### src/source/videoTypes.sv
`default_nettype none

package videoTypes;

	// Screen coordinate width shared with the top level's posBits
	localparam int posBits = 10;

	typedef logic [posBits - 1:0] pixelCoord;

	// 4 bits each of red, green, blue
	typedef logic [11:0] rgbColor;

	////////////////////
	// Palette

	localparam rgbColor backgroundRgb = 12'h333;
	localparam rgbColor whiteUpRgb = 12'hFFF;
	localparam rgbColor whiteDownRgb = 12'h9CF;
	localparam rgbColor blackUpRgb = 12'h000;
	localparam rgbColor blackDownRgb = 12'h008;

endpackage

`default_nettype wire

### src/source/pianoTypes.sv
`default_nettype none

package pianoTypes;

	// Key width, height and gap
	localparam int dimBits = 10;

	typedef logic [dimBits - 1:0] keyDim;

	// Colour code handed from the renderer to the palette
	typedef logic [2:0] keyColor;

	localparam keyColor colorEmpty = 3'd0;
	localparam keyColor colorWhiteUp = 3'd1;
	localparam keyColor colorWhiteDown = 3'd2;
	localparam keyColor colorBlackUp = 3'd3;
	localparam keyColor colorBlackDown = 3'd4;

	////////////////////
	// Keys per octave

	localparam int whiteKeys = 7;
	localparam int blackKeys = 5;

	// Position of each key inside a 12-bit octave of the pressed vector
	localparam int whiteNoteBit [whiteKeys] = '{0, 2, 4, 5, 7, 9, 11};
	localparam int blackNoteBit [blackKeys] = '{1, 3, 6, 8, 10};

endpackage

`default_nettype wire

### src/source/rasterTiming.sv
`timescale 1ns/100ps
`default_nettype none

module rasterTiming #(
	parameter int posBits = 10,
	parameter int hActive = 640,
	parameter int hTotal = 800,
	parameter int hSyncStart = 656,
	parameter int hSyncEnd = 752,
	parameter int vActive = 480,
	parameter int vTotal = 525,
	parameter int vSyncStart = 490,
	parameter int vSyncEnd = 492
) (
	input logic clk,
	input logic reset,
	output videoTypes::pixelCoord evalX,
	output videoTypes::pixelCoord evalY,
	output logic rawActive,
	output logic rawHsync,
	output logic rawVsync
);

	logic lineEnd;
	logic frameEnd;

	assign lineEnd = (evalX == posBits'(hTotal - 1));
	assign frameEnd = (evalY == posBits'(vTotal - 1));

	////////////////////
	// Scan counters

	always_ff @(posedge clk) begin
		if (reset) begin
			evalX <= '0;
			evalY <= '0;
		end else if (lineEnd) begin
			evalX <= '0;
			if (frameEnd) begin
				evalY <= '0;
			end else begin
				evalY <= evalY + 1'b1;
			end
		end else begin
			evalX <= evalX + 1'b1;
		end
	end

	////////////////////
	// Window decode

	// Visible area
	assign rawActive = (evalX < posBits'(hActive)) && (evalY < posBits'(vActive));

	// Sync pulses are high inside their window
	assign rawHsync = (evalX >= posBits'(hSyncStart)) && (evalX < posBits'(hSyncEnd));
	assign rawVsync = (evalY >= posBits'(vSyncStart)) && (evalY < posBits'(vSyncEnd));

endmodule

`default_nettype wire

### src/source/rectHit.sv
`timescale 1ns/100ps
`default_nettype none

module rectHit (
	input pianoTypes::keyDim width,
	input pianoTypes::keyDim height,
	input videoTypes::pixelCoord centerX,
	input videoTypes::pixelCoord centerY,
	input videoTypes::pixelCoord evalX,
	input videoTypes::pixelCoord evalY,
	output logic hit
);
	import videoTypes::*;

	pixelCoord left;
	pixelCoord top;
	pixelCoord right;
	pixelCoord bottom;

	// Edges from centre and half size
	assign left = centerX - pixelCoord'(width >> 1);
	assign top = centerY - pixelCoord'(height >> 1);
	assign right = left + pixelCoord'(width);
	assign bottom = top + pixelCoord'(height);

	// Right and bottom edges are exclusive
	assign hit = (evalX >= left) && (evalX < right) && (evalY >= top) && (evalY < bottom);

endmodule

`default_nettype wire

### src/source/pianoKeys.sv
`timescale 1ns/100ps
`default_nettype none

module pianoKeys #(
	parameter int posBits = 10,
	parameter int dimBits = 10,
	parameter int octaves = 2
) (
	input logic clk,
	input logic reset,
	input pianoTypes::keyDim keyWidth,
	input pianoTypes::keyDim keyHeight,
	input pianoTypes::keyDim keySpace,
	input videoTypes::pixelCoord posX,
	input videoTypes::pixelCoord posY,
	input videoTypes::pixelCoord evalX,
	input videoTypes::pixelCoord evalY,
	input logic [12 * octaves - 1:0] pressed,
	output pianoTypes::keyColor code
);
	import videoTypes::*;
	import pianoTypes::*;

	// Black key centres in pitches from the octave start and eighths of a key width
	localparam int blackPitchMul [blackKeys] = '{1, 2, 4, 5, 6};
	localparam int blackShift [blackKeys] = '{-1, 1, -1, 0, 1};

	keyDim pitch;
	keyDim eighth;
	keyDim blackWidth;
	keyDim blackHeight;
	keyDim maskWidth;
	keyDim maskHeight;
	pixelCoord whiteCenterY;
	pixelCoord blackCenterY;

	logic [whiteKeys * octaves - 1:0] whiteHit;
	logic [whiteKeys * octaves - 1:0] whiteDown;
	logic [blackKeys * octaves - 1:0] blackHit;
	logic [blackKeys * octaves - 1:0] blackDown;
	logic [blackKeys * octaves - 1:0] maskHit;
	keyColor nextCode;

	////////////////////
	// Key geometry

	assign pitch = dimBits'(keyWidth + keySpace);
	assign eighth = keyWidth >> 3;
	assign blackWidth = dimBits'(3 * eighth);
	assign blackHeight = dimBits'(7 * (keyHeight >> 4));

	// Gap band around each black key
	assign maskWidth = dimBits'(blackWidth + 2 * keySpace);
	assign maskHeight = dimBits'(blackHeight + 2 * keySpace);

	assign whiteCenterY = posBits'(posY + (keyHeight >> 1));
	// Even heights sit one row higher
	assign blackCenterY = posBits'(posY + keyHeight - (blackHeight >> 1)
		- (keyHeight[0] ? 0 : 1));

	////////////////////
	// Hit tests

	for (genvar o = 0; o < octaves; o++) begin : octaveGen
		pixelCoord octaveBase;

		assign octaveBase = posBits'(posX + whiteKeys * o * pitch);

		for (genvar n = 0; n < whiteKeys; n++) begin : whiteGen
			pixelCoord centerX;

			assign centerX = posBits'(octaveBase + (keyWidth >> 1) + n * pitch);
			assign whiteDown[o * whiteKeys + n] = pressed[12 * o + whiteNoteBit[n]];

			rectHit whiteRect (
				.width(keyWidth),
				.height(keyHeight),
				.centerX(centerX),
				.centerY(whiteCenterY),
				.evalX(evalX),
				.evalY(evalY),
				.hit(whiteHit[o * whiteKeys + n])
			);
		end

		for (genvar b = 0; b < blackKeys; b++) begin : blackGen
			pixelCoord centerX;

			assign centerX = posBits'(octaveBase + blackPitchMul[b] * pitch
				+ blackShift[b] * eighth);
			assign blackDown[o * blackKeys + b] = pressed[12 * o + blackNoteBit[b]];

			// Mask and key share a centre
			rectHit maskRect (
				.width(maskWidth),
				.height(maskHeight),
				.centerX(centerX),
				.centerY(blackCenterY),
				.evalX(evalX),
				.evalY(evalY),
				.hit(maskHit[o * blackKeys + b])
			);

			rectHit blackRect (
				.width(blackWidth),
				.height(blackHeight),
				.centerX(centerX),
				.centerY(blackCenterY),
				.evalX(evalX),
				.evalY(evalY),
				.hit(blackHit[o * blackKeys + b])
			);
		end
	end

	////////////////////
	// Layer priority

	// Scans run downwards so the lowest octave is applied last and wins
	always_comb begin
		nextCode = colorEmpty;
		if (|blackHit) begin
			for (int i = blackKeys * octaves - 1; i >= 0; i--) begin
				if (blackHit[i]) begin
					nextCode = blackDown[i] ? colorBlackDown : colorBlackUp;
				end
			end
		end else if (!(|maskHit)) begin
			for (int i = whiteKeys * octaves - 1; i >= 0; i--) begin
				if (whiteHit[i]) begin
					nextCode = whiteDown[i] ? colorWhiteDown : colorWhiteUp;
				end
			end
		end
	end

	always_ff @(posedge clk) begin
		if (reset) begin
			code <= colorEmpty;
		end else begin
			code <= nextCode;
		end
	end

endmodule

`default_nettype wire

### src/source/keyPalette.sv
`timescale 1ns/100ps
`default_nettype none

module keyPalette (
	input logic clk,
	input logic reset,
	input pianoTypes::keyColor code,
	input logic rawActive,
	input logic rawHsync,
	input logic rawVsync,
	output videoTypes::rgbColor rgb,
	output logic active,
	output logic hsync,
	output logic vsync
);
	import videoTypes::*;
	import pianoTypes::*;

	rgbColor paletteRgb;
	logic activeStage;
	logic hsyncStage;
	logic vsyncStage;

	always_comb begin
		case (code)
			colorWhiteUp: paletteRgb = whiteUpRgb;
			colorWhiteDown: paletteRgb = whiteDownRgb;
			colorBlackUp: paletteRgb = blackUpRgb;
			colorBlackDown: paletteRgb = blackDownRgb;
			default: paletteRgb = backgroundRgb;
		endcase
	end

	// First stage lines up with the renderer register, second with rgb
	always_ff @(posedge clk) begin
		if (reset) begin
			activeStage <= 1'b0;
			hsyncStage <= 1'b0;
			vsyncStage <= 1'b0;
			active <= 1'b0;
			hsync <= 1'b0;
			vsync <= 1'b0;
			rgb <= '0;
		end else begin
			activeStage <= rawActive;
			hsyncStage <= rawHsync;
			vsyncStage <= rawVsync;
			active <= activeStage;
			hsync <= hsyncStage;
			vsync <= vsyncStage;
			rgb <= activeStage ? paletteRgb : '0;
		end
	end

endmodule

`default_nettype wire

### src/source/pianoDisplay.sv
`timescale 1ns/100ps
`default_nettype none

module pianoDisplay #(
	parameter int posBits = 10,
	parameter int dimBits = 10,
	parameter int octaves = 2,
	parameter int hActive = 640,
	parameter int hTotal = 800,
	parameter int hSyncStart = 656,
	parameter int hSyncEnd = 752,
	parameter int vActive = 480,
	parameter int vTotal = 525,
	parameter int vSyncStart = 490,
	parameter int vSyncEnd = 492
) (
	input logic clk,
	input logic reset,
	input pianoTypes::keyDim keyWidth,
	input pianoTypes::keyDim keyHeight,
	input pianoTypes::keyDim keySpace,
	input videoTypes::pixelCoord posX,
	input videoTypes::pixelCoord posY,
	input logic [12 * octaves - 1:0] pressed,
	output videoTypes::rgbColor rgb,
	output logic hsync,
	output logic vsync,
	output logic active
);
	import videoTypes::*;
	import pianoTypes::*;

	pixelCoord evalX;
	pixelCoord evalY;
	logic rawActive;
	logic rawHsync;
	logic rawVsync;
	keyColor code;

	rasterTiming #(
		.posBits(posBits),
		.hActive(hActive),
		.hTotal(hTotal),
		.hSyncStart(hSyncStart),
		.hSyncEnd(hSyncEnd),
		.vActive(vActive),
		.vTotal(vTotal),
		.vSyncStart(vSyncStart),
		.vSyncEnd(vSyncEnd)
	) timing_i (
		.clk(clk),
		.reset(reset),
		.evalX(evalX),
		.evalY(evalY),
		.rawActive(rawActive),
		.rawHsync(rawHsync),
		.rawVsync(rawVsync)
	);

	pianoKeys #(
		.posBits(posBits),
		.dimBits(dimBits),
		.octaves(octaves)
	) keys_i (
		.clk(clk),
		.reset(reset),
		.keyWidth(keyWidth),
		.keyHeight(keyHeight),
		.keySpace(keySpace),
		.posX(posX),
		.posY(posY),
		.evalX(evalX),
		.evalY(evalY),
		.pressed(pressed),
		.code(code)
	);

	keyPalette palette_i (
		.clk(clk),
		.reset(reset),
		.code(code),
		.rawActive(rawActive),
		.rawHsync(rawHsync),
		.rawVsync(rawVsync),
		.rgb(rgb),
		.active(active),
		.hsync(hsync),
		.vsync(vsync)
	);

endmodule

`default_nettype wire

### config.mk
export PLATFORM = sky130hd
export DESIGN_NAME = pianoDisplay
export DESIGN_NICKNAME = d
export VERILOG_FILES = /design/src/source/videoTypes.sv /design/src/source/pianoTypes.sv /design/src/source/rasterTiming.sv /design/src/source/rectHit.sv /design/src/source/pianoKeys.sv /design/src/source/keyPalette.sv /design/src/source/pianoDisplay.sv
export SDC_FILE = /design/constraint.sdc
export NUM_CORES = 2
export LEC_CHECK = 0
export BUFFER_PORTS_ARGS = -buffer_cell sky130_fd_sc_hd__clkbuf_2
export CORE_MARGIN = 2
export CORE_UTILIZATION = 55
export CTS_CLUSTER_DIAMETER = 120
export CTS_CLUSTER_SIZE = 10
export DETAILED_ROUTE_END_ITERATION = 16
export HOLD_SLACK_MARGIN = 0.1
export PLACE_DENSITY = 0.71
export RECOVER_POWER = 100
export SYNTH_ARGS = -nofsm -noshare
export SYNTH_HDL_FRONTEND = slang
export SYNTH_SLANG_ARGS = --single-unit
### constraint.sdc
create_clock -name clk -period 15.15 [get_ports clk]
set_clock_uncertainty 0.1 [all_clocks]
set_input_delay 3.7875 -clock clk [delete_from_list [all_inputs] [get_ports clk]]
set_output_delay 3.7875 -clock clk [all_outputs]
set_load 0.005 [all_outputs]
==> flow_summary.ini <==
[worst_setup_path]
cpPeakStageDelay_ns = 0.81
cp_data_arrival_time_ns = 14.57
cp_slowest_cell = nor4_1
path_max_fanout = 12
crit_path_end_kind = flop
path_class = input port to flop
critPathLaunchType = input port
cp.required_ns = 15.26

[clock_network]
insertion_delay_ns = 0.31
cts.htree.levels = 2
cts_setup_buffers = 0
hold_buffers = 0
clk_path_buf_depth = 2
clock_sinks = 34
cts_buffers = 5
ctsResizeCount = 0
cts_tree = yes
path_clk_slew_ns = 0.08
root_buffer = clkbuf_16

[cells_and_area]
areaGrowthSynthToFinish_pct = 5.804
mostFrequentLayoutCell = ha_1
layout-drive-gt1-share_pct = 3.897
final_nets = 8276
final_cell_mix = 1520 x ha_1, 976 x inv_1, 659 x a21oi_1

[route]
ant_nets = 0
dr.pass1.iters = 6
vias = 45850
avgViaCountPerCell = 5.977
route.detailed.drc = 0
wl_per_cell_um = 21.87
finalWirelength_um = 167800
first_iter_violations = 3559

[timing]
slew_headroom_pct = 12.99
fmax_mhz = 69.13
hold_viol = 0
hold_ws_ns = 0.3491
tightestPinTransition_ns = 1.296
final.period_utilization_pct = 95.49
maxSlewViolCount = 0
fin_crit_ns = 14.47
rsz0062_at_grt = false
finalSetupTns_ns = 0
finalSetupViolCount = 0

[yosys]
synth_cell_type_count = 83
synth-seq-area-share_pct = 1.324
syn_nets = 8098
ys_ff_latch = 34
syn_inst = 6237
synth_enable_flop_cells = 0
syn_area_sq_um = 51400
ys_async_sr_fraction_pct = 0
syn_avg_cell_area_sq_um = 8.241
ys_warn_count = 0
yosys_most_used_dff = dfxtp_1

[place]
io_buffers = 90
gp_congestion = 1.008
dp_hpwl_um = 136400

[die]
boundaryPins = 91
die_h_um = 309.7
std_cell_rows = 112
die_w_um = 309.7
die-area_sq_um = 95910
initial_core_util_pct = 55.32
coreArea_sq_um = 92910

[outcome]
status = finished clean

[global_route]
antenna_found_initial = 7
gr-total-overflow = 0
grt_max_degree = 36
grt_use_total_pct = 34.70
grt_pass1_vias = 44120
grt_first_pass_wirelength_um = 254600

[flow_run]
drv_cap = 0

[worst_hold_path]
hp-class = flop to flop
[critical path: cells and delay by family]
kind | cells | cell delay, ns
AND/OR/NAND/NOR | 5 | 1.66
buffers and inverters | 7 | 1.19
adder cells (fa/ha/maj) | 9 | 3.52
XOR/XNOR | 8 | 2.07
AO/OA/AOI/OAI | 12 | 2.30
[layer usage]
layer | vias to the layer above | share of wire, % | global-route usage, %
li1 | 22220 | - | -
met3 | 476 | 7.6 | 3.996
met4 | 10 | 7.1 | 19.68
met1 | 21460 | 42 | 45.16
met2 | 1684 | 43 | 55.65
met5 | - | 0.039 | 0
[registers in the layout, indices dropped and copies added, names as in the netlist]
signal                 count
palette_i.activeStage      1
timing_i.evalY            10
timing_i.evalX            10
palette_i.vsync            1
palette_i.active           1
palette_i.rgb              5
palette_i.hsync            1
palette_i.vsyncStage       1
keys_i.code                3
palette_i.hsyncStage       1
[per-stage QoR]
| stage | worst slack [ns] | area (sq um) | cells | util [%] |
|---|---|---|---|---|
| floorplan | 1.720 | 51400 | 6237 | - |
| global placement | 0.9158 | 54210 | 7662 | 58.35 |
| detailed placement | 0.8106 | 54210 | 7662 | 58.35 |
| CTS | 1.092 | 54400 | 7670 | 58.55 |
| global route | 0.2441 | 54380 | 7670 | 58.53 |
| finish | 0.6839 | 54380 | 7671 | 58.53 |
[Yosys cell counts, types with 5 or more instances]
library cell	n	area, sq um
fa_1	264	5285
o211ai_1	26	195.2
clkbuf_1	9	33.78
inv_1	976	3664
a221oi_1	9	78.83
mux2i_1	5	50.05
nand3_1	48	240.2
nand4_1	11	68.82
o21ai_0	288	1441
nor4b_1	5	43.79
o2111a_1	5	56.30
o21a_1	64	480.5
a31oi_1	46	287.8
ha_1	1521	19030
a211oi_1	44	330.3
dfxtp_1	34	680.7
a21oi_1	659	3298
a2111o_1	8	90.09
a211o_1	11	96.34
a21o_1	292	2192
nor3_1	59	295.3
nor2b_1	53	331.6
xnor2_1	507	4441
xor2_1	288	2522
xnor2_2	7	113.9
nand2_1	209	784.5
o22ai_1	5	31.28
and2_1	5	31.28
a31o_2	8	70.07
o31ai_1	12	90.09
a21boi_0	23	172.7
or4_1	7	52.55
o41ai_1	10	87.58
nor2_1	228	855.8
o221ai_1	6	52.55
and3_1	15	93.84
a2111oi_0	23	201.4
buf_4	7	52.55
nor4_1	14	87.58
o2111ai_1	11	96.34
o21bai_1	242	1817
or3_1	22	137.6
nand2b_1	70	437.9
[kinds of logic after synthesis]
logic type	Yosys count	share of synthesized area [%]
AOI/OAI and AO/OA	1836	22.61
adders and majority gates	1785	47.31
buffers and inverters	1000	7.354
xor gates and xnor gates	813	14.28
and+or+nand+nor	762	6.979
DFF	34	1.324
muxes	7	0.1412
[layout make-up]
type / count / area (sq um)
timing repair buffer: 189 / 1171
multi-input combinational: 5203 / 47050
sequential: 34 / 714.4
tap: 1254 / 1569
antenna: 1 / 2.502
fill: 8553 / 38530
inverter: 982 / 3686
clock inverter: 2 / 38.79
clock buffer: 6 / 150.1
[final timing paths]
check        cells past startpoint         endpoint                  from  slack [ns]
max                             41   keys_i.code[1]           keyWidth[0]        0.68
min reg2reg                      1  palette_i.hsync  palette_i.hsyncStage        0.35
min                              1  palette_i.hsync  palette_i.hsyncStage        0.35
max reg2reg                     14   keys_i.code[1]     timing_i.evalX[0]        9.72
Power is left out: the tool's default activity adds up to more than one toggle a clock period on the data nets, which glitch-free logic cannot reach.
